### src/hdl/overlay_pkg.sv
package overlay_pkg;

    // 4 columns by 3 rows, index = row * 4 + column
    localparam int REGIONS = 12;

    // Screen coordinate, wide enough for 640x480
    typedef logic [9:0] coord_t;

    // One grey-level colour channel
    typedef logic [6:0] pixel_t;

    // Box area, covers a full frame
    typedef logic [21:0] area_t;

    // Area threshold as supplied from outside
    typedef logic [14:0] thresh_t;

    // Used when the threshold input is zero
    localparam int DEFAULT_AREA_THRESH = 16;

    // Per-pixel colour decision
    typedef enum logic {
        MARK_NONE,
        MARK_RED
    } mark_e;

endpackage

### src/hdl/box_filter.sv
`timescale 1ns/1ns

module box_filter import overlay_pkg::*; #(
    parameter coord_t NO_BOX = coord_t'(641)
) (
    input  coord_t  hold_min_x_i [REGIONS],
    input  coord_t  hold_max_x_i [REGIONS],
    input  coord_t  hold_min_y_i [REGIONS],
    input  coord_t  hold_max_y_i [REGIONS],
    input  thresh_t area_thresh_i,
    output logic    box_valid_o  [REGIONS]
);

    // One extra bit so a full-width span fits
    localparam int SPAN_W = $bits(coord_t) + 1;

    area_t             eff_thresh;
    logic              present [REGIONS];
    logic [SPAN_W-1:0] width   [REGIONS];
    logic [SPAN_W-1:0] height  [REGIONS];
    area_t             area    [REGIONS];

    assign eff_thresh = (area_thresh_i == '0) ? area_t'(DEFAULT_AREA_THRESH)
                                              : area_t'(area_thresh_i);

    always_comb begin
        for (int i = 0; i < REGIONS; i++) begin
            present[i] = (hold_min_x_i[i] != NO_BOX) && (hold_min_y_i[i] != NO_BOX) &&
                         (hold_max_x_i[i] >= hold_min_x_i[i]) &&
                         (hold_max_y_i[i] >= hold_min_y_i[i]);

            if (present[i]) begin
                width[i]  = SPAN_W'(hold_max_x_i[i]) - SPAN_W'(hold_min_x_i[i]) + SPAN_W'(1);
                height[i] = SPAN_W'(hold_max_y_i[i]) - SPAN_W'(hold_min_y_i[i]) + SPAN_W'(1);
                area[i]   = area_t'(width[i]) * area_t'(height[i]);
            end else begin
                width[i]  = '0;
                height[i] = '0;
                area[i]   = '0;
            end

            // Threshold is never zero, so an absent box always fails
            box_valid_o[i] = (area[i] >= eff_thresh);
        end
    end

endmodule

### config.mk
export PLATFORM = sky130hd
export DESIGN_NAME = box_filter
export DESIGN_NICKNAME = d
export VERILOG_FILES = /design/src/hdl/overlay_pkg.sv /design/src/hdl/box_filter.sv
export SDC_FILE = /design/constraint.sdc
export NUM_CORES = 2
export LEC_CHECK = 0
export BUFFER_PORTS_ARGS = -buffer_cell sky130_fd_sc_hd__clkbuf_2
export CELL_PAD_IN_SITES_DETAIL_PLACEMENT = 0
export CELL_PAD_IN_SITES_GLOBAL_PLACEMENT = 1
export CORE_AREA = 5 5 538 540
export DETAILED_ROUTE_END_ITERATION = 16
export DIE_AREA = 0 0 543 545
export PLACE_DENSITY_LB_ADDON = 0.15
export SLEW_MARGIN = 10
export SYNTH_ARGS = -nofsm -noshare
export SYNTH_HDL_FRONTEND = slang
export SYNTH_SLANG_ARGS = --single-unit
### constraint.sdc
create_clock -name vclk -period 35.7
set_input_delay 7.14 -clock vclk [all_inputs]
set_output_delay 7.14 -clock vclk [all_outputs]
set_load 0.02 [all_outputs]
==> results by group <==
Run status
  – Status: complete, no violations

Global routing
  – GRT Resource Usage Total: 0.139
  – Largest net degree at the start of global routing: 17
  – Grt ovf: 0
  – Vias in the first global route: 61.1k
  – First-pass GRT wire length: 334 mm
  – Initial antenna violation count: 11

Drt
  – DRT Pass-1 Iters: 5
  – Antenna-violating nets left: 0
  – DR vias/cell: 4.43
  – Wire per inst: 16.2 µm
  – Vias: 56.9k
  – DRC violations left: 0
  – Iter 0 DRT Violations: 2344
  – WL final: 208 mm

Layout
  – Nets: 12.1k
  – Final Non-Filler Cells: 12.9k
  – Clock Buffer Count: 0
  – Footprint of the multi-input gates: 62600 µm²
  – Most frequent cells in the layout: 1989 x inv_1, 1404 x ha_1, 1080 x fa_1, 650 x nor2_1, 582 x nand2_1
  – Commonest non-fill, non-tap cell in the layout: inv_1
  – Fillers: 31.1k
  – Register area: 0 µm²
  – Layout cells sized above 1: 0.0734
  – Seq_cells: 0
  – Design area: 77900 µm²
  – P&R area growth vs syn: 10.5%
  – ANT cells: 0

Yosys
  – Average size of a mapped cell: 8.16 µm²
  – Synth unique cells: 73
  – Seq/Total Area, Yosys: 0
  – Post-synthesis cell count: 8639
  – Post-Synthesis Net Count: 11.6k
  – Syn. warnings: 0
  – Mapped cell area: 70500 µm²

Floorplanning
  – Die area: 296000 µm²
  – Core Area: 284000 µm²
  – Starting density of the core: 0.248
  – IO Pins: 507
  – Std cell rows: 196
  – Die width: 543 µm
  – Die height: 545 µm

STA
  – Final slew viol count: 0
  – Final setup violation count: 0
  – Final Hold Viols: 0
  – Min Tclk post-route: 23.31 ns
  – Slew HR: 0.170
  – Max Clk Rate: 42.9 MHz
  – Worst-Margin Slew: 1.24 ns
  – Setup repair after global routing missed its margin: false
  – Final worst-path cycle share: 0.653
  – Setup_tns: 0 ns

Clock network
  – Post-CTS Setup Inserts: 0
  – Post-cts repair resize count: 0
  – Hold_buf cts: 0

Setup path
  – Crit Path Class: in2out
  – Critical-path maximum fanout: 11
  – Worst Path Arrival: 16.17 ns
  – CP max stage delay: 0.74 ns
  – CP dominant cell by count: fa_1
  – Startpoint Class: input port
  – Buf+Inv Stages, Crit Path: 7
  – CP delay by family, top: adder cells
  – Slowest stage cell, crit path: xor2_1
  – Req. time, crit path: 28.56 ns
  – Critical Path End Type: primary output

Place
  – Placed Cells: 12.9k
  – GPL Wtd Cong: 0.796
  – Final HPWL DP: 181 mm
  – IO buf count: 507
  – Post-place instance area: 77900 µm²

Min path
  – Worst hold path class: in2out

Run
  – Maxcap violations: 0
stage by stage:
stage | hold slack [ns] | setup WS, ns | utilization
floorplan | 14.67 | 13.46 | -
global placement | 15.30 | 12.45 | 0.274
detailed placement | 15.30 | 12.37 | 0.274
CTS | 15.30 | 12.34 | 0.274
global route | 15.35 | 11.51 | 0.274
finish | 15.28 | 12.39 | 0.274
cells by family (layout without fill, tap and decap cells):
kind of cell,Yosys count,in the layout,share of synthesized area
buffers and inverters,2137,2589,0.114
AO/OA/AOI/OAI,1145,1145,0.105
AND/OR/NAND/NOR,2422,2422,0.169
multiplexers,38,38,0.00557
adder cells (fa/ha/maj),2484,2484,0.556
XOR/XNOR,413,413,0.0513
worst paths after layout:
path	startpoint	to	slack, ns	cells past startpoint
max	hold_min_x_i[92]	box_valid_o[9]	12.39	35
min	hold_min_y_i[109]	box_valid_o[10]	15.28	7
final cells by class:
type | count | share of cell area
timing repair buffer | 587 | 0.0403
multi-input combinational | 6502 | 0.803
inverter | 2002 | 0.0964
tap | 3762 | 0.0604
per-layer routing:
metal | GRT usage | up-vias | wire [µm]
li1 | - | 28300 | -
met4 | 0.0160 | 0 | 2960
met3 | 0.00572 | 95 | 4770
met5 | 0 | - | 0
met1 | 0.193 | 27900 | 99200
met2 | 0.246 | 634 | 101000
Yosys cell counts, types with 11 or more instances:
cell type	number	area (µm²)
nand3b_1	11	82.6
mux2i_1	37	370
xnor2_1	233	2040
a221oi_1	15	131
a21oi_1	326	1630
o21ai_0	214	1070
o211ai_1	19	143
nand3_1	146	731
nor4_1	66	413
nand4_1	51	319
or2_2	42	263
a21o_1	111	833
a2111oi_0	11	96.3
clkbuf_1	134	503
nor2_1	650	2440
o41ai_1	18	158
o31ai_1	14	105
o21bai_1	139	1040
nand2_1	582	2180
nand2b_1	235	1470
ha_1	1404	17600
and2_1	329	2060
a211o_1	16	140
or3_1	14	87.6
nor3_1	70	350
o21a_1	35	263
a211oi_1	73	548
and3_1	58	363
a31oi_1	59	369
xor2_1	180	1580
inv_1	2002	7510
nor2b_1	118	738
nor3b_1	24	180
fa_1	1080	21600
Power is left out: the tool's default activity adds up to more than one toggle a clock period on the data nets, which glitch-free logic cannot reach.
