===== config.mk =====
export PLATFORM = sky130hd
export DESIGN_NAME = box_outline
export DESIGN_NICKNAME = d
export VERILOG_FILES = /design/src/hdl/overlay_pkg.sv /design/src/hdl/box_outline.sv
export SDC_FILE = /design/constraint.sdc
export NUM_CORES = 1
export LEC_CHECK = 0
export ABC_CLOCK_PERIOD_IN_PS = 5300
export BUFFER_PORTS_ARGS = -buffer_cell sky130_fd_sc_hd__buf_2
export CELL_PAD_IN_SITES_DETAIL_PLACEMENT = 0
export CELL_PAD_IN_SITES_GLOBAL_PLACEMENT = 1
export CORE_AREA = 2 2 210 212
export DETAILED_ROUTE_END_ITERATION = 10
export DIE_AREA = 0 0 212 214
export PLACE_DENSITY = 0.83
export SLEW_MARGIN = 20
export SYNTH_ARGS = -nofsm -noshare
export SYNTH_HDL_FRONTEND = slang
export SYNTH_SLANG_ARGS = --single-unit
export TNS_END_PERCENT = 1

===== constraint.sdc =====
create_clock -name vclk -period 5.3
set_input_delay 0.53 -clock vclk [all_inputs]
set_output_delay 0.53 -clock vclk [all_outputs]
set_load 0.1 [all_outputs]

===== src/hdl/overlay_pkg.sv =====
package overlay_pkg;

    // 4 columns by 3 rows, index = row * 4 + column
    localparam int REGIONS = 12;

    // Screen coordinate, wide enough for 640x480
    typedef logic [9:0] coord_t;

    // One grey-level colour channel
    typedef logic [6:0] pixel_t;

    // Box area, covers a full frame
    typedef logic [21:0] area_t;

    // Area threshold as supplied from outside
    typedef logic [14:0] thresh_t;

    // Used when the threshold input is zero
    localparam int DEFAULT_AREA_THRESH = 16;

    // Per-pixel colour decision
    typedef enum logic {
        MARK_NONE,
        MARK_RED
    } mark_e;

endpackage


===== src/hdl/box_outline.sv =====
`timescale 1ns/1ns

module box_outline import overlay_pkg::*; (
    input  coord_t draw_x_i,
    input  coord_t draw_y_i,
    input  logic   active_i,
    input  logic   mark_en_i,
    input  coord_t hold_min_x_i [REGIONS],
    input  coord_t hold_max_x_i [REGIONS],
    input  coord_t hold_min_y_i [REGIONS],
    input  coord_t hold_max_y_i [REGIONS],
    input  logic   box_valid_i  [REGIONS],
    input  pixel_t pixel_i,
    output pixel_t red_o,
    output pixel_t green_o,
    output pixel_t blue_o
);

    logic [REGIONS-1:0] hit;
    logic               any_hit;
    mark_e              mark;

    ////////////////////////////////
    // Border hit test
    ////////////////////////////////

    for (genvar i = 0; i < REGIONS; i++) begin : g_region
        logic in_x;
        logic in_y;
        logic on_row;
        logic on_col;

        assign in_x = (draw_x_i >= hold_min_x_i[i]) && (draw_x_i <= hold_max_x_i[i]);
        assign in_y = (draw_y_i >= hold_min_y_i[i]) && (draw_y_i <= hold_max_y_i[i]);

        // Top/bottom edge and left/right edge
        assign on_row = (draw_y_i == hold_min_y_i[i]) || (draw_y_i == hold_max_y_i[i]);
        assign on_col = (draw_x_i == hold_min_x_i[i]) || (draw_x_i == hold_max_x_i[i]);

        assign hit[i] = box_valid_i[i] && ((on_row && in_x) || (on_col && in_y));
    end

    assign any_hit = |hit;

    ////////////////////////////////
    // Colour select
    ////////////////////////////////

    assign mark = (any_hit && mark_en_i && active_i) ? MARK_RED : MARK_NONE;

    always_comb begin
        case (mark)
            MARK_RED: begin
                red_o   = '1;
                green_o = '0;
                blue_o  = '0;
            end
            default: begin
                red_o   = pixel_i;
                green_o = pixel_i;
                blue_o  = pixel_i;
            end
        endcase
    end

endmodule


==> results by group <==
Status
  – Status: finished, final reports clean

Pwr
  – Leakage: 10.1 nW
  – Worst VDD drop: 0.0493 mV
  – Internal: 0.554 mW
  – Power density over the cells: 79.4 nW/um2
  – P_sw: 0.742 mW
  – Sw frac: 0.572
  – Comb pwr share: 1.000
  – Power share of the sequential group: 0
  – Clock Power Share: 0

Timing
  – Worst-Margin Slew: 817 ps
  – Final Hold Viols: 0
  – RSZ-0062 raised after global routing: false
  – Setup violators final: 0
  – Max-slew violations: 0
  – Max_slew headroom: 0.441
  – Min Tclk post-route: 4770 ps
  – Tcrit/Tclk final: 0.901
  – Setup TNS: 0 ps
  – Maximum clock frequency: 209 MHz

Synthesis
  – Sequential fraction of the synthesis area: 0
  – Synthesized area per cell: 7.10 um2
  – Syn Inst Count: 1757
  – Top post-synthesis cells by count: 480 x ha_1, 458 x inv_1, 141 x a21oi_1
  – Synth top area cells: ha_1 48%, inv_1 14%, a21oi_1 5.7%
  – Count leader, synth: ha_1
  – Synth area leader: ha_1
  – Post-synth top area share: 0.481
  – Post-synth cell types: 58
  – Synthesized area: 12500 um2
  – Post-synth net total: 2758
  – Ys Warns: 0

Setup path
  – Worst setup SP type: primary input
  – Crit Path Max Fanout: 12
  – Setup Crit Path Kind: in -> out
  – Bufs and invs on worst path: 4
  – CP Capture Type: output pin
  – WP depth: 13
  – Worst-path cell chain: buf_2, inv_1, ha_1, nand2b_1, a21oi_1, nor3_1, o41ai_1, o22ai_1, nor4b_2, nand4_2, o31ai_1, buf_4, buf_12
  – CP max stage cell: o41ai_1
  – WP data required: 4770 ps
  – Critical Path AT: 4240 ps
  – Top delay family on crit path: compound AO/OA/AOI/OAI gates
  – Delay of the slowest critical-path stage: 740 ps

Global routing
  – Total global routing track utilization: 0.237
  – Pin count of the biggest net entering global routing: 25
  – Vias in the first global route: 14800
  – Initial antenna violation count: 16
  – First-pass GRT wire length: 83.0 mm
  – Total grt overflow: 0

Cells and area
  – Final sequential cell count: 0
  – Layout Utilization: 0.381
  – Number of fill cells: 4598
  – Layout cells sized above 1: 0.251
  – Multi-input gate area: 10700 um2
  – Area Growth Syn to Fin: 30.9%
  – Layout clock buffers: 0
  – Layout Nets: 3323
  – Storage cell area: 0 um2

Min path
  – HP Start: pixel_i[1]
  – Worst Hold End: blue_o[1]
  – WHS Path Cells: 5
  – HP Class: in -> out

Clock network
  – CTS hold repair buffers: 0
  – Setup Buffers After CTS: 0
  – Post-CTS Resized: 0

Route
  – DR iter-0 viols: 816
  – ANT nets after route: 0
  – Via/cell ratio: 4.93
  – Pre-antenna DRT Iters: 7
  – Routed WL per cell: 19.2 um
  – Routed wire length: 56.0 mm
  – DR DRC count: 0
  – Vias post-DR: 14400

Floorplan
  – Placement Rows: 76
  – Starting Density: 0.291
  – Die area: 45400 um2
  – # IOs: 542
  – Die extent in y: 214 um
  – Die Width: 212 um
  – Core area: 42900 um2

Run
  – Max cap viols: 0

Placed design
  – I/O Buffers: 542
  – RePlAce Congestion: 0.931
  – HPWL Detailed: 49.5 mm
==> power groups by stage <==
stage	combinational (mW)	sequential (mW)	clock, mW
global route	1.46	0	0.000000405
finish	1.30	0	0.000000405
floorplan	0.726	0	0
detailed placement	1.29	0	0
CTS	1.30	0	0
global placement	1.25	0	0
==> how the worst max path moves through the flow <==
stage                startpoint    endpoint  slack (ps)
floorplan           draw_y_i[0]  green_o[0]        -780
global placement    draw_x_i[7]   blue_o[3]         670
detailed placement  draw_x_i[7]  green_o[3]         630
CTS                 draw_x_i[7]   blue_o[3]         600
global route        draw_x_i[0]  green_o[3]         370
finish              draw_x_i[0]  green_o[3]         530
==> per-layer routing <==
metal / vias to the layer above / GRT usage / wire length, um
li1: 7310 / - / -
met1: 6560 / 0.308 / 25300
met2: 456 / 0.413 / 26700
met3: 73 / 0.0182 / 2620
met4: 0 / 0.0735 / 1380
met5: - / 0 / 0
==> cell families after synthesis <==
| logic type | share of synthesized area |
|---|---|
| AO/OA/AOI/OAI | 0.208 |
| adder cells (fa/ha/maj) | 0.481 |
| buffers and inverters | 0.144 |
| AND/OR/NAND/NOR | 0.167 |
==> final cells by class <==
type / count / share of cell area
tap: 585 / 0.0448
multi-input combinational: 1288 / 0.654
antenna: 16 / 0.00245
timing repair buffer: 574 / 0.194
inverter: 458 / 0.105
==> metrics by stage <==
| step | instance area (um2) | total power [mW] | hold WS (ps) | setup WS, ps | std cells |
|---|---|---|---|---|---|
| after global placement | 16300 | 1.25 | 1600 | 669 | 2905 |
| after CTS | 16300 | 1.30 | 1600 | 598 | 2905 |
| after floorplan | 12500 | 0.726 | 1500 | -782 | 1757 |
| after global routing | 16300 | 1.46 | 1630 | 375 | 2921 |
| after detailed placement | 16300 | 1.29 | 1600 | 627 | 2905 |
| final | 16300 | 1.30 | 1610 | 526 | 2921 |
==> placed cells by master, fill, tap and decap left out, types with 3 or more instances in the layout <==
cell	instances
nor4_1	3
buf_4	32
diode_2	16
o21ai_0	76
a21oi_1	141
a221oi_1	8
a31oi_1	22
buf_12	14
ha_1	480
nor3b_1	3
buf_2	528
and4_1	15
nand2_1	96
and2_1	4
o211ai_1	5
nor2_1	68
o31ai_1	13
a21o_1	54
and3_1	9
nor2b_1	21
inv_1	458
nand2b_1	41
a2111oi_0	3
a211oi_1	26
nand3_1	18
o41ai_1	3
o21bai_1	7
o21a_1	9
nand4_1	82
o221ai_1	8
o32ai_1	5
nor3_1	33
Note: power is estimated with default switching activity, not from simulation.
