$ cat src/hdl/overlay_pkg.sv
package overlay_pkg;

    // 4 columns by 3 rows, index = row * 4 + column
    localparam int REGIONS = 12;

    // Screen coordinate, wide enough for 640x480
    typedef logic [9:0] coord_t;

    // One grey-level colour channel
    typedef logic [6:0] pixel_t;

    // Box area, covers a full frame
    typedef logic [21:0] area_t;

    // Area threshold as supplied from outside
    typedef logic [14:0] thresh_t;

    // Used when the threshold input is zero
    localparam int DEFAULT_AREA_THRESH = 16;

    // Per-pixel colour decision
    typedef enum logic {
        MARK_NONE,
        MARK_RED
    } mark_e;

endpackage

$ cat src/hdl/box_sampler.sv
`timescale 1ns/1ns

module box_sampler import overlay_pkg::*; #(
    parameter int     FRAME_DIV = 5,
    parameter coord_t NO_BOX    = coord_t'(641)
) (
    input  logic   clk,
    input  logic   reset,
    input  logic   vsync_i,
    input  coord_t box_min_x_i  [REGIONS],
    input  coord_t box_max_x_i  [REGIONS],
    input  coord_t box_min_y_i  [REGIONS],
    input  coord_t box_max_y_i  [REGIONS],
    output coord_t hold_min_x_o [REGIONS],
    output coord_t hold_max_x_o [REGIONS],
    output coord_t hold_min_y_o [REGIONS],
    output coord_t hold_max_y_o [REGIONS]
);

    localparam int DIV_W = (FRAME_DIV > 1) ? $clog2(FRAME_DIV) : 1;
    localparam logic [DIV_W-1:0] DIV_LAST = DIV_W'(FRAME_DIV - 1);

    logic             vsync_q1;
    logic             vsync_q2;
    logic             vsync_start;
    logic             sample;
    logic [DIV_W-1:0] frame_cnt;

    ////////////////////////////////
    // Frame event
    ////////////////////////////////

    // Idle high so reset does not look like a sync start
    always_ff @(posedge clk or posedge reset) begin
        if (reset) begin
            vsync_q1 <= 1'b1;
            vsync_q2 <= 1'b1;
        end else begin
            vsync_q1 <= vsync_i;
            vsync_q2 <= vsync_q1;
        end
    end

    assign vsync_start = vsync_q2 & ~vsync_q1;
    assign sample      = vsync_start && (frame_cnt == DIV_LAST);

    always_ff @(posedge clk or posedge reset) begin
        if (reset) begin
            frame_cnt <= '0;
        end else if (sample) begin
            frame_cnt <= '0;
        end else if (vsync_start) begin
            frame_cnt <= frame_cnt + DIV_W'(1);
        end
    end

    ////////////////////////////////
    // Holding registers
    ////////////////////////////////

    // Empty box until the first sample lands
    always_ff @(posedge clk or posedge reset) begin
        if (reset) begin
            for (int i = 0; i < REGIONS; i++) begin
                hold_min_x_o[i] <= NO_BOX;
                hold_max_x_o[i] <= '0;
                hold_min_y_o[i] <= NO_BOX;
                hold_max_y_o[i] <= '0;
            end
        end else if (sample) begin
            for (int i = 0; i < REGIONS; i++) begin
                hold_min_x_o[i] <= box_min_x_i[i];
                hold_max_x_o[i] <= box_max_x_i[i];
                hold_min_y_o[i] <= box_min_y_i[i];
                hold_max_y_o[i] <= box_max_y_i[i];
            end
        end
    end

endmodule

$ cat config.mk
export PLATFORM = sky130hd
export DESIGN_NAME = box_sampler
export DESIGN_NICKNAME = d
export VERILOG_FILES = /design/src/hdl/overlay_pkg.sv /design/src/hdl/box_sampler.sv
export SDC_FILE = /design/constraint.sdc
export NUM_CORES = 1
export LEC_CHECK = 0
export BUFFER_PORTS_ARGS = -buffer_cell sky130_fd_sc_hd__clkbuf_2
export CAP_MARGIN = 20
export CORE_AREA = 3 3 372 374
export CTS_BUF_LIST = sky130_fd_sc_hd__clkbuf_8
export CTS_CLUSTER_DIAMETER = 80
export DETAILED_ROUTE_END_ITERATION = 10
export DIE_AREA = 0 0 375 377
export SLEW_MARGIN = 25
export SYNTH_ARGS = -nofsm -noshare
export SYNTH_HDL_FRONTEND = slang
export SYNTH_SLANG_ARGS = --single-unit
$ cat constraint.sdc
create_clock -name clk -period 14.5 [get_ports clk]
set_input_delay 0.725 -clock clk [delete_from_list [all_inputs] [get_ports clk]]
set_output_delay 0.725 -clock clk [all_outputs]
set_load 0.02 [all_outputs]
==> results by group <==
Synth
  – Post-synthesis xor/xnor area fraction: 0%
  – Mapped Avg Cell Area: 18.3 um^2
  – Cell taking the most area after synthesis: dfrtp_1
  – Simple-Gate Fraction of Synth Area: 0.146%
  – Post-synth EDFFs: 0
  – Largest family of logic cells by synthesized area: multiplexers
  – Ys async rst share: 100%
  – Net Count, Synth: 1518
  – Synth unique cells: 17
  – Post-Syn Area: 18900 um^2
  – Post-synthesis mux area share: 32.6%
  – Yosys top cell area share: 54.4%
  – Prevailing post-synth register cell: dfrtp_1
  – Top-count cell post-synth: dfrtp_1
  – Cells after Synth: 1033
  – Seq/Total Area, Yosys: 64.7%
  – Synth top cells by count: dfrtp_1, mux2_2, mux2_4
  – Post-synthesis compound-gate area fraction: 0.126%
  – Yosys reg bits: 485
  – Yosys warnings: 0
  – Synth Area in Adders: 0.132%
  – Top cells by area, synth: dfrtp_1, mux2_2, mux2_4, dfstp_2, buf_6

Global routing
  – Number of global-route vias before repair: 14100
  – Initial antenna violation count: 41
  – GRT overflow: 0
  – First-pass GRT wire length: 109000 um
  – Largest net degree at the start of global routing: 134
  – Aggregate global-route resource usage: 10.9%

Floorplanning
  – FP Rows: 135
  – Core Area: 135000 um^2
  – # IOs: 963
  – Die ar.: 141000 um^2
  – Initial Util: 14.0%
  – Die Span Y: 377 um
  – Die X: 375 um

Pwr
  – P_leak: 0.0140 uW
  – Max VDD drop: 0.129 mV
  – Power Density: 248 nW/um^2

Clocking
  – Postcts setup bufs: 0
  – Max H-tree Level: 3
  – CTS tree: built
  – Cts bufs inserted: 94
  – Worst-path clk slew: 0.06 ns
  – Clock Tree Buf Depth: 3
  – Clk sinks: 485
  – Root buf cell: clkbuf_8
  – CTS resizes: 0
  – Latest clock arrival within the worst-skew pair: 0.74 ns

Cells and area
  – Share of layout cells above drive strength 1: 78.4%
  – Area Growth Syn to Fin: 46.8%
  – Net count reported at finish: 2535
  – # fillers: 14600

Min path
  – HP Class: in2async

Routing
  – Routed via count: 13000
  – 1st-iter DRT viols: 478
  – Antenna Nets Post-Route: 0
  – DRC: 0
  – DRT Pass-1 Iters: 7
  – Vias/cell: 3.31
  – Final wirelength: 80300 um
  – WL/cell: 20.4 um

STA
  – Hold Vio Cnt, Final: 0
  – Final hold slack: 0.105 ns
  – Min Tclk post-route: 4.17 ns
  – Setup Total Neg Slack: 0 ns
  – Max Fclk: 0.240 GHz
  – Setup Skew: 0.0439 ns
  – Final period util: 28.7%
  – RSZ-0062 raised after global routing: false
  – Worst slew pin tran: 1.11 ns
  – Max Slew Vio Count: 0
  – Slew Limit Headroom: 26.3%
  – Final setup violation count: 0

Setup path
  – CP required: 15.11 ns
  – Crit path DAT: 4.77 ns
  – Slowest CP cell: buf_4
  – Most frequent CP cell: buf_4
  – CP Cell Sequence: inv_1 -> ha_1 -> nand3_4 -> buf_4 -> buf_4 -> buf_4 -> mux2_2
  – Max incr delay on CP: 0.86 ns
  – CP max FO: 79
  – Setup CP Type: reg2reg
  – Startpoint Class: flip-flop
  – Setup crit end kind: flip-flop

Place
  – Placer Congestion: 0.849
  – IO Port Bufs: 962
  – Final HPWL from detailed placement: 64800 um

Run status
  – Status: finished, final reports clean

Job
  – Max-cap violations: 0
## flip-flops by register name (all words and copies together), names as in the netlist
| register | flops |
|---|---|
| frame_cnt | 3 |
| hold_max_x_o | 120 |
| hold_max_y_o | 120 |
| hold_min_x_o | 120 |
| hold_min_y_o | 120 |
| vsync_q1 | 1 |
| vsync_q2 | 1 |
## area by class of cell
| class | instances | area [um^2] | share of cell area, % |
|---|---|---|---|
| multi-input combinational | 492 | 6260 | 22.6 |
| timing repair buffer | 974 | 4940 | 17.8 |
| sequential | 485 | 12200 | 44.1 |
| tap | 1781 | 2230 | 8.04 |
| clock buffer | 111 | 1530 | 5.51 |
| inverter | 3 | 18.8 | 0.0677 |
| antenna | 15 | 37.5 | 0.135 |
| clock inverter | 64 | 492 | 1.77 |
## what timing repair did
item	in CTS	in global routing
endpoints found under the setup margin	0	0
hold buffers	1	0
endpoints found under the hold margin	1	0
## kinds of logic (layout without fill, tap and decap cells)
kind of cell	after synthesis	in the layout
flip-flops	485	485
buffers and inverters	56	1152
other	0	15
adder cells (fa/ha/maj)	2	2
multiplexers	481	481
AND/OR/NAND/NOR	5	5
AO/OA/AOI/OAI	4	4
## path summary, 6_finish.rpt
kind	from	to	slack, ns	cells past startpoint
max	frame_cnt[1]	hold_min_y_o[14]	10.33	7
min	reset	hold_max_y_o[18]	0.11	2
max reg2reg	frame_cnt[1]	hold_min_y_o[14]	10.33	7
min reg2reg	vsync_q1	vsync_q2	0.38	0
max in group asynchronous	reset	hold_max_x_o[80]	12.22	4
min in group clk	box_min_x_i[106]	hold_min_x_o[106]	0.21	2
## layer usage
layer	GRT usage, %	vias up	wire length (um)
met4	5.68	30	4190
met3	5.21	171	9260
met2	16.9	648	36800
met5	0	-	188
li1	-	5706	-
met1	12.4	6421	29800
## placed cells by master, fill, tap and decap left out
cell	n
nand2b_1	1
clkinv_8	1
clkbuf_8	111
dlygate4sd3_1	1
clkinvlp_4	7
inv_1	39
mux2_2	281
nand2_1	1
a22o_1	1
diode_2	15
bufinv_16	7
nor2b_2	1
ha_1	2
inv_6	2
buf_4	7
a21oi_1	1
o21ai_0	2
dfrtp_1	411
dfstp_2	74
mux2_4	200
buf_12	2
nor2_1	1
buf_6	2
clkinv_2	9
clkbuf_2	962
inv_8	2
nand3_4	1
## stage by stage
step                std cells  total power (uW)  utilization, %  area, um^2  setup WS, ns
finish                   3925              6870            20.5       27700         10.33
global route             3912              7250            20.5       27700          9.97
CTS                      3910              7020            20.5       27700         10.21
detailed placement       3734              5480            19.0       25700         10.18
global placement         3734              5440            19.0       25700         10.21
floorplan                1033              4180               -       18900         0.363
## critical path, delay by kind of cell (launching register included)
family | cells | cell delay, ns
DFF | 1 | 0.37
muxes | 1 | 0.42
buffers and inverters | 4 | 2.40
and+or+nand+nor | 1 | 0.45
adders and majority gates | 1 | 0.23
## power by group
| part | leakage [uW] | internal [uW] | switching [uW] |
|---|---|---|---|
| combinational | 0.00724 | 1170 | 1650 |
| sequential | 0.00557 | 2120 | 469 |
| clock | 0.00115 | 825 | 639 |
| total | 0.0140 | 4120 | 2760 |
Note: power is estimated with default switching activity, not from simulation.
