<file path="src/hdl/overlay_pkg.sv">
package overlay_pkg;

    // 4 columns by 3 rows, index = row * 4 + column
    localparam int REGIONS = 12;

    // Screen coordinate, wide enough for 640x480
    typedef logic [9:0] coord_t;

    // One grey-level colour channel
    typedef logic [6:0] pixel_t;

    // Box area, covers a full frame
    typedef logic [21:0] area_t;

    // Area threshold as supplied from outside
    typedef logic [14:0] thresh_t;

    // Used when the threshold input is zero
    localparam int DEFAULT_AREA_THRESH = 16;

    // Per-pixel colour decision
    typedef enum logic {
        MARK_NONE,
        MARK_RED
    } mark_e;

endpackage

</file>
<file path="src/hdl/raster_timing.sv">
`timescale 1ns/1ns

module raster_timing import overlay_pkg::*; #(
    parameter int H_ACTIVE = 640,
    parameter int H_FRONT  = 16,
    parameter int H_SYNC   = 96,
    parameter int H_BACK   = 48,
    parameter int V_ACTIVE = 480,
    parameter int V_FRONT  = 10,
    parameter int V_SYNC   = 2,
    parameter int V_BACK   = 33
) (
    input  logic   clk,
    input  logic   reset,
    output coord_t draw_x_o,
    output coord_t draw_y_o,
    output logic   hsync_o,
    output logic   vsync_o,
    output logic   active_o
);

    localparam int H_TOTAL = H_ACTIVE + H_FRONT + H_SYNC + H_BACK;
    localparam int V_TOTAL = V_ACTIVE + V_FRONT + V_SYNC + V_BACK;

    localparam coord_t H_LAST = coord_t'(H_TOTAL - 1);
    localparam coord_t V_LAST = coord_t'(V_TOTAL - 1);

    // Sync windows, start inclusive and end exclusive
    localparam coord_t H_SYNC_START = coord_t'(H_ACTIVE + H_FRONT);
    localparam coord_t H_SYNC_END   = coord_t'(H_ACTIVE + H_FRONT + H_SYNC);
    localparam coord_t V_SYNC_START = coord_t'(V_ACTIVE + V_FRONT);
    localparam coord_t V_SYNC_END   = coord_t'(V_ACTIVE + V_FRONT + V_SYNC);

    coord_t x_cnt;
    coord_t y_cnt;

    ////////////////////////////////
    // Position counters
    ////////////////////////////////

    always_ff @(posedge clk or posedge reset) begin
        if (reset) begin
            x_cnt <= '0;
            y_cnt <= '0;
        end else if (x_cnt == H_LAST) begin
            x_cnt <= '0;
            if (y_cnt == V_LAST) begin
                y_cnt <= '0;
            end else begin
                y_cnt <= y_cnt + coord_t'(1);
            end
        end else begin
            x_cnt <= x_cnt + coord_t'(1);
        end
    end

    ////////////////////////////////
    // Sync and blanking
    ////////////////////////////////

    // Both syncs are active low
    assign hsync_o = ~((x_cnt >= H_SYNC_START) && (x_cnt < H_SYNC_END));
    assign vsync_o = ~((y_cnt >= V_SYNC_START) && (y_cnt < V_SYNC_END));

    assign active_o = (x_cnt < coord_t'(H_ACTIVE)) && (y_cnt < coord_t'(V_ACTIVE));

    assign draw_x_o = x_cnt;
    assign draw_y_o = y_cnt;

endmodule

</file>
<file path="config.mk">
export PLATFORM = sky130hd
export DESIGN_NAME = raster_timing
export DESIGN_NICKNAME = d
export VERILOG_FILES = /design/src/hdl/overlay_pkg.sv /design/src/hdl/raster_timing.sv
export SDC_FILE = /design/constraint.sdc
export NUM_CORES = 1
export LEC_CHECK = 0
export BUFFER_PORTS_ARGS = -buffer_cell sky130_fd_sc_hd__buf_4
export CORE_MARGIN = 3
export CORE_UTILIZATION = 52
export DETAILED_ROUTE_END_ITERATION = 8
export MAX_ROUTING_LAYER = met4
export PLACE_DENSITY = 0.81
export RECOVER_POWER = 50
export SYNTH_ARGS = -nofsm -noshare
export SYNTH_HDL_FRONTEND = slang
export SYNTH_SLANG_ARGS = --single-unit
</file>
<file path="constraint.sdc">
create_clock -name clk -period 2.1 [get_ports clk]
set_input_delay 0.42 -clock clk [delete_from_list [all_inputs] [get_ports clk]]
set_output_delay 0.42 -clock clk [all_outputs]
set_load 0.01 [all_outputs]
</file>
==> results.md <==
STA:
- The max-slew violation count is 0.
- The setup skew after layout is 0.00268 ns.
- The count of final hold-check violations is 0.
- Setup violations remaining at the end of the flow were counted as 0.
- Setup repair after global routing left no endpoint under its margin.
- In this run the tightest slew margin relative to its limit is slightly below 50%.
- The share of the cycle needed by the critical path after routing is approximately nine tenths.
- Setup total negative slack on the finished layout was measured at 0 ns.
- Based on the critical path, the design can be clocked at up to around 520 MHz.
- The worst-margin pin slew is approximately 0.76 ns.
- Counting I/O delays and the setup requirement, the final critical path takes 1.91 ns.
- Final hold analysis gives a worst-case slack of 0.235 ns.

Worst setup path:
- The buffers plus inverters on the worst setup path is 1.
- Walking the worst path, the cells encountered are and3_1 > and2_1 > nor3_1 > buf_4.
- The required time at the worst-slack endpoint is roughly 1.7 ns.
- The delay of the slowest cell on the worst path is roughly 0.47 ns.
- The data arrival time of the worst path is around 1.5 ns.
- Among cell families on the critical path, the largest total delay comes from simple AND/OR/NAND/NOR gates.
- The sort of element at the start of the critical path is a flop.
- The worst setup path is captured at an output pin.
- The peak fanout along the critical path is 6.
- The start-to-end type of the worst setup path is flop to output pin.
- The slowest cell on the critical path is sky130_fd_sc_hd__dfrtp_1.

Global routing:
- The pin count of the biggest net entering global routing is 21.
- The overall track demand over capacity in global routing is 19.8%.
- For this run the aggregate overflow at the end of global routing stands at 0.
- The number of antenna violations at the first check in global routing is 0.
- The number of global-route vias before repair is 815.
- The first-pass GRT wire length is 3880 um.

Final layout:
- 0 antenna diodes ended up in the layout.
- The filler cells instantiated in the layout total 171.
- The layout net count is 147.
- Once layout is complete, the utilization of the core stands at between 60% and 70%.
- Once layout is complete, the cells apart from fillers number 166.
- The share of layout cells above drive strength 1 is a little under a fifth.
- The area added between synthesis and finish is 19.0%.

Power:
- Across the VDD grid, the largest voltage drop is 0.321 mV.
- After layout, the design draws a total of 626 uW.
- Summed over all cells, the static leakage comes to between 0.6 and 0.7 nW.
- Dividing total power by cell area gives a power density of 472 nW/um2.

Floorplan:
- After floorplanning, the core was divided into 16 placement rows.
- The I/O pin count is 25.
- The floorplan step defined a die boundary enclosing between 2000 and 3000 um2.
- For this configuration, the core starts out at a cell density of a little under three fifths.
- The core box area is 2000 um2.
- The overall die width is 52.3 um.
- The floorplan step set the die height to 52.3 um.

Detailed routing:
- The detailed-route wire length per cell is 13.9 um.
- The total number of vias is between 900 and 1000.
- The antenna violation net count after detailed routing is 0.
- After detailed routing, the total wire length is 2300 um.
- After detailed routing, the number of remaining DRC violations is 0.
- The number of detailed-routing iterations run before antenna repair is 4.
- The routed via count divided by cell count is 5.75.
- The first routing iteration left 16 violations.

Synthesis:
- The number of library cell types mapped by synthesis is 32.
- After technology mapping, the gate count stands at 113.
- The area of the mapped netlist is 1110 um2.
- In the synthesized netlist the async set-or-reset flop fraction comes to 100%.
- After synthesis the netlist holds a flip-flop and latch count of 20.
- Yosys mapped a number of flops with a built-in enable equal to 0.
- Dividing the synthesized area by the synthesized cell count gives ~9.9 um2.
- The number of nets in the synthesized netlist is 120.
- The Yosys step of the flow raised 0 warnings.
- The share of the Yosys chip area taken by registers is 44.9%.
- The main flop type after synthesis is sky130_fd_sc_hd__dfrtp_1.

Clock tree:
- The clock-pin slew on the worst setup and hold paths is 0.12 ns.
- For this design, the CTS-stage hold fixing added 0 buffers.
- In this run, post-CTS repair resized a total of 0 instances.
- The clock passes through at most 2 buffers.
- The number of buffers inserted during clock tree synthesis is 3.
- The CTS tree is built.
- CTS saw 20 sinks.
- The root buffer cell chosen for the clock tree is sky130_fd_sc_hd__clkbuf_4.
- Post-CTS timing repair inserted 0 buffers for setup.
- In this run the number of H-tree levels came out at 1.
- The clock reaches the later pin of the worst-skew pair after 0.31 ns.

Placed design:
- The HPWL after detailed placement is 1680 um.
- The instance count after placement with tap cells included is 162.
- During placement, the flow inserted port buffers numbering 24.
- Routability-driven placement finished with a final weighted congestion of 0.866.

Status:
- The run finished with clean final reports.

Job:
- Across the run, the number of max-cap violations was 0.

Worst hold path:
- The path type of the worst min-delay path is primary input to asynchronous set/reset pin.
cell usage after synthesis (2+ instances only):
| master | count | share of area [%] |
|---|---|---|
| sky130_fd_sc_hd__dfrtp_1 | 20 | 45 |
| sky130_fd_sc_hd__nor2_1 | 10 | 3.4 |
| sky130_fd_sc_hd__xnor2_1 | 8 | 6.3 |
| sky130_fd_sc_hd__nand4_1 | 7 | 3.9 |
| sky130_fd_sc_hd__nor3_1 | 7 | 3.1 |
| sky130_fd_sc_hd__inv_1 | 6 | 2.0 |
| sky130_fd_sc_hd__nand2_1 | 6 | 2.0 |
| sky130_fd_sc_hd__nand3_1 | 6 | 2.7 |
| sky130_fd_sc_hd__and3_1 | 5 | 2.8 |
| sky130_fd_sc_hd__ha_1 | 5 | 5.6 |
| sky130_fd_sc_hd__nand2b_1 | 4 | 2.2 |
| sky130_fd_sc_hd__o21ai_0 | 4 | 1.8 |
| sky130_fd_sc_hd__xor2_1 | 3 | 2.4 |
| sky130_fd_sc_hd__a31oi_1 | 2 | 1.1 |
| sky130_fd_sc_hd__o21a_1 | 2 | 1.3 |
| sky130_fd_sc_hd__o2bb2ai_1 | 2 | 1.6 |
cell type report:
class	instances	area [um2]	share of cell area [%]
repair buffers	26	169	12.7
flip-flops and latches	20	500	37.7
inverters	6	22.5	1.70
clock buffers	4	36.3	2.74
multi-input cells	83	564	42.5
well taps	27	33.8	2.55
worst paths after layout:
check | startpoint | endpoint | slack (ns) | cells after the start
worst max register to register | draw_x_o[0] | draw_y_o[4] | 0.25 | 5
worst min-delay path | reset | draw_y_o[7] | 0.23 | 2
min in group clk | draw_y_o[7] | draw_y_o[7] | 0.52 | 1
worst min register to register | draw_y_o[7] | draw_y_o[7] | 0.52 | 1
worst max-delay path | draw_y_o[5] | active_o | 0.19 | 4
max in group asynchronous | reset | draw_x_o[4] | 1.40 | 2
per-layer routing:
metal  up-vias  track usage, %  wire length (um)
met2        34            28.1              1080
li1        456               -                 -
met1       458            26.3              1030
met4         0            11.1                55
met5         -               -                 0
met3         7            3.70               132
power breakdown:
| group | switching [mW] | internal, mW |
|---|---|---|
| clock | 0.127 | 0.106 |
| combinational | 0.00738 | 0.00116 |
| sequential | 0 | 0.385 |
stage by stage:
step	area, um2	setup slack, ns
final	1330	0.192
after global routing	1330	0.0533
after detailed placement	1320	0.259
after global placement	1320	0.357
after floorplan	1110	0.340
after CTS	1350	0.184
flip-flops by register name, indices dropped and copies added (netlist names):
| register | cells |
|---|---|
| draw_x_o | 10 |
| draw_y_o | 10 |
worst reg2reg max path, delay by kind of cell, from the launching register on:
kind	cells	cell delay, ns
fa+ha+maj	1	0.26
flops	1	0.46
simple gates	3	0.70
mux	1	0.33
logic make-up (layout without fill, tap and decap cells):
kind of cell	Yosys count	count (layout)	share of synthesized area, %
AOI/OAI and AO/OA	13	13	7.97
xor gates and xnor gates	11	11	8.64
adders and majority gates	5	5	5.61
buffers and inverters	10	36	4.49
DFF	20	20	44.9
muxes	1	1	1.01
and+or+nand+nor	53	53	27.4
cell usage in the layout (no fill, tap or decap), types with 2 or more instances in the layout:
cell type                    n
sky130_fd_sc_hd__nor2_1     10
sky130_fd_sc_hd__and3_1      5
sky130_fd_sc_hd__inv_1       6
sky130_fd_sc_hd__nand2_1     6
sky130_fd_sc_hd__nor3_1      7
sky130_fd_sc_hd__xnor2_1     8
sky130_fd_sc_hd__nand3_1     6
sky130_fd_sc_hd__buf_4      18
sky130_fd_sc_hd__dfrtp_1    20
sky130_fd_sc_hd__clkbuf_1    7
sky130_fd_sc_hd__nand4_1     7
sky130_fd_sc_hd__o21ai_0     4
sky130_fd_sc_hd__o2bb2ai_1   2
sky130_fd_sc_hd__ha_1        5
sky130_fd_sc_hd__nand2b_1    4
sky130_fd_sc_hd__clkbuf_4    4
sky130_fd_sc_hd__xor2_1      3
sky130_fd_sc_hd__o21a_1      2
sky130_fd_sc_hd__a31oi_1     2
Power figures use the tool's default switching activity.
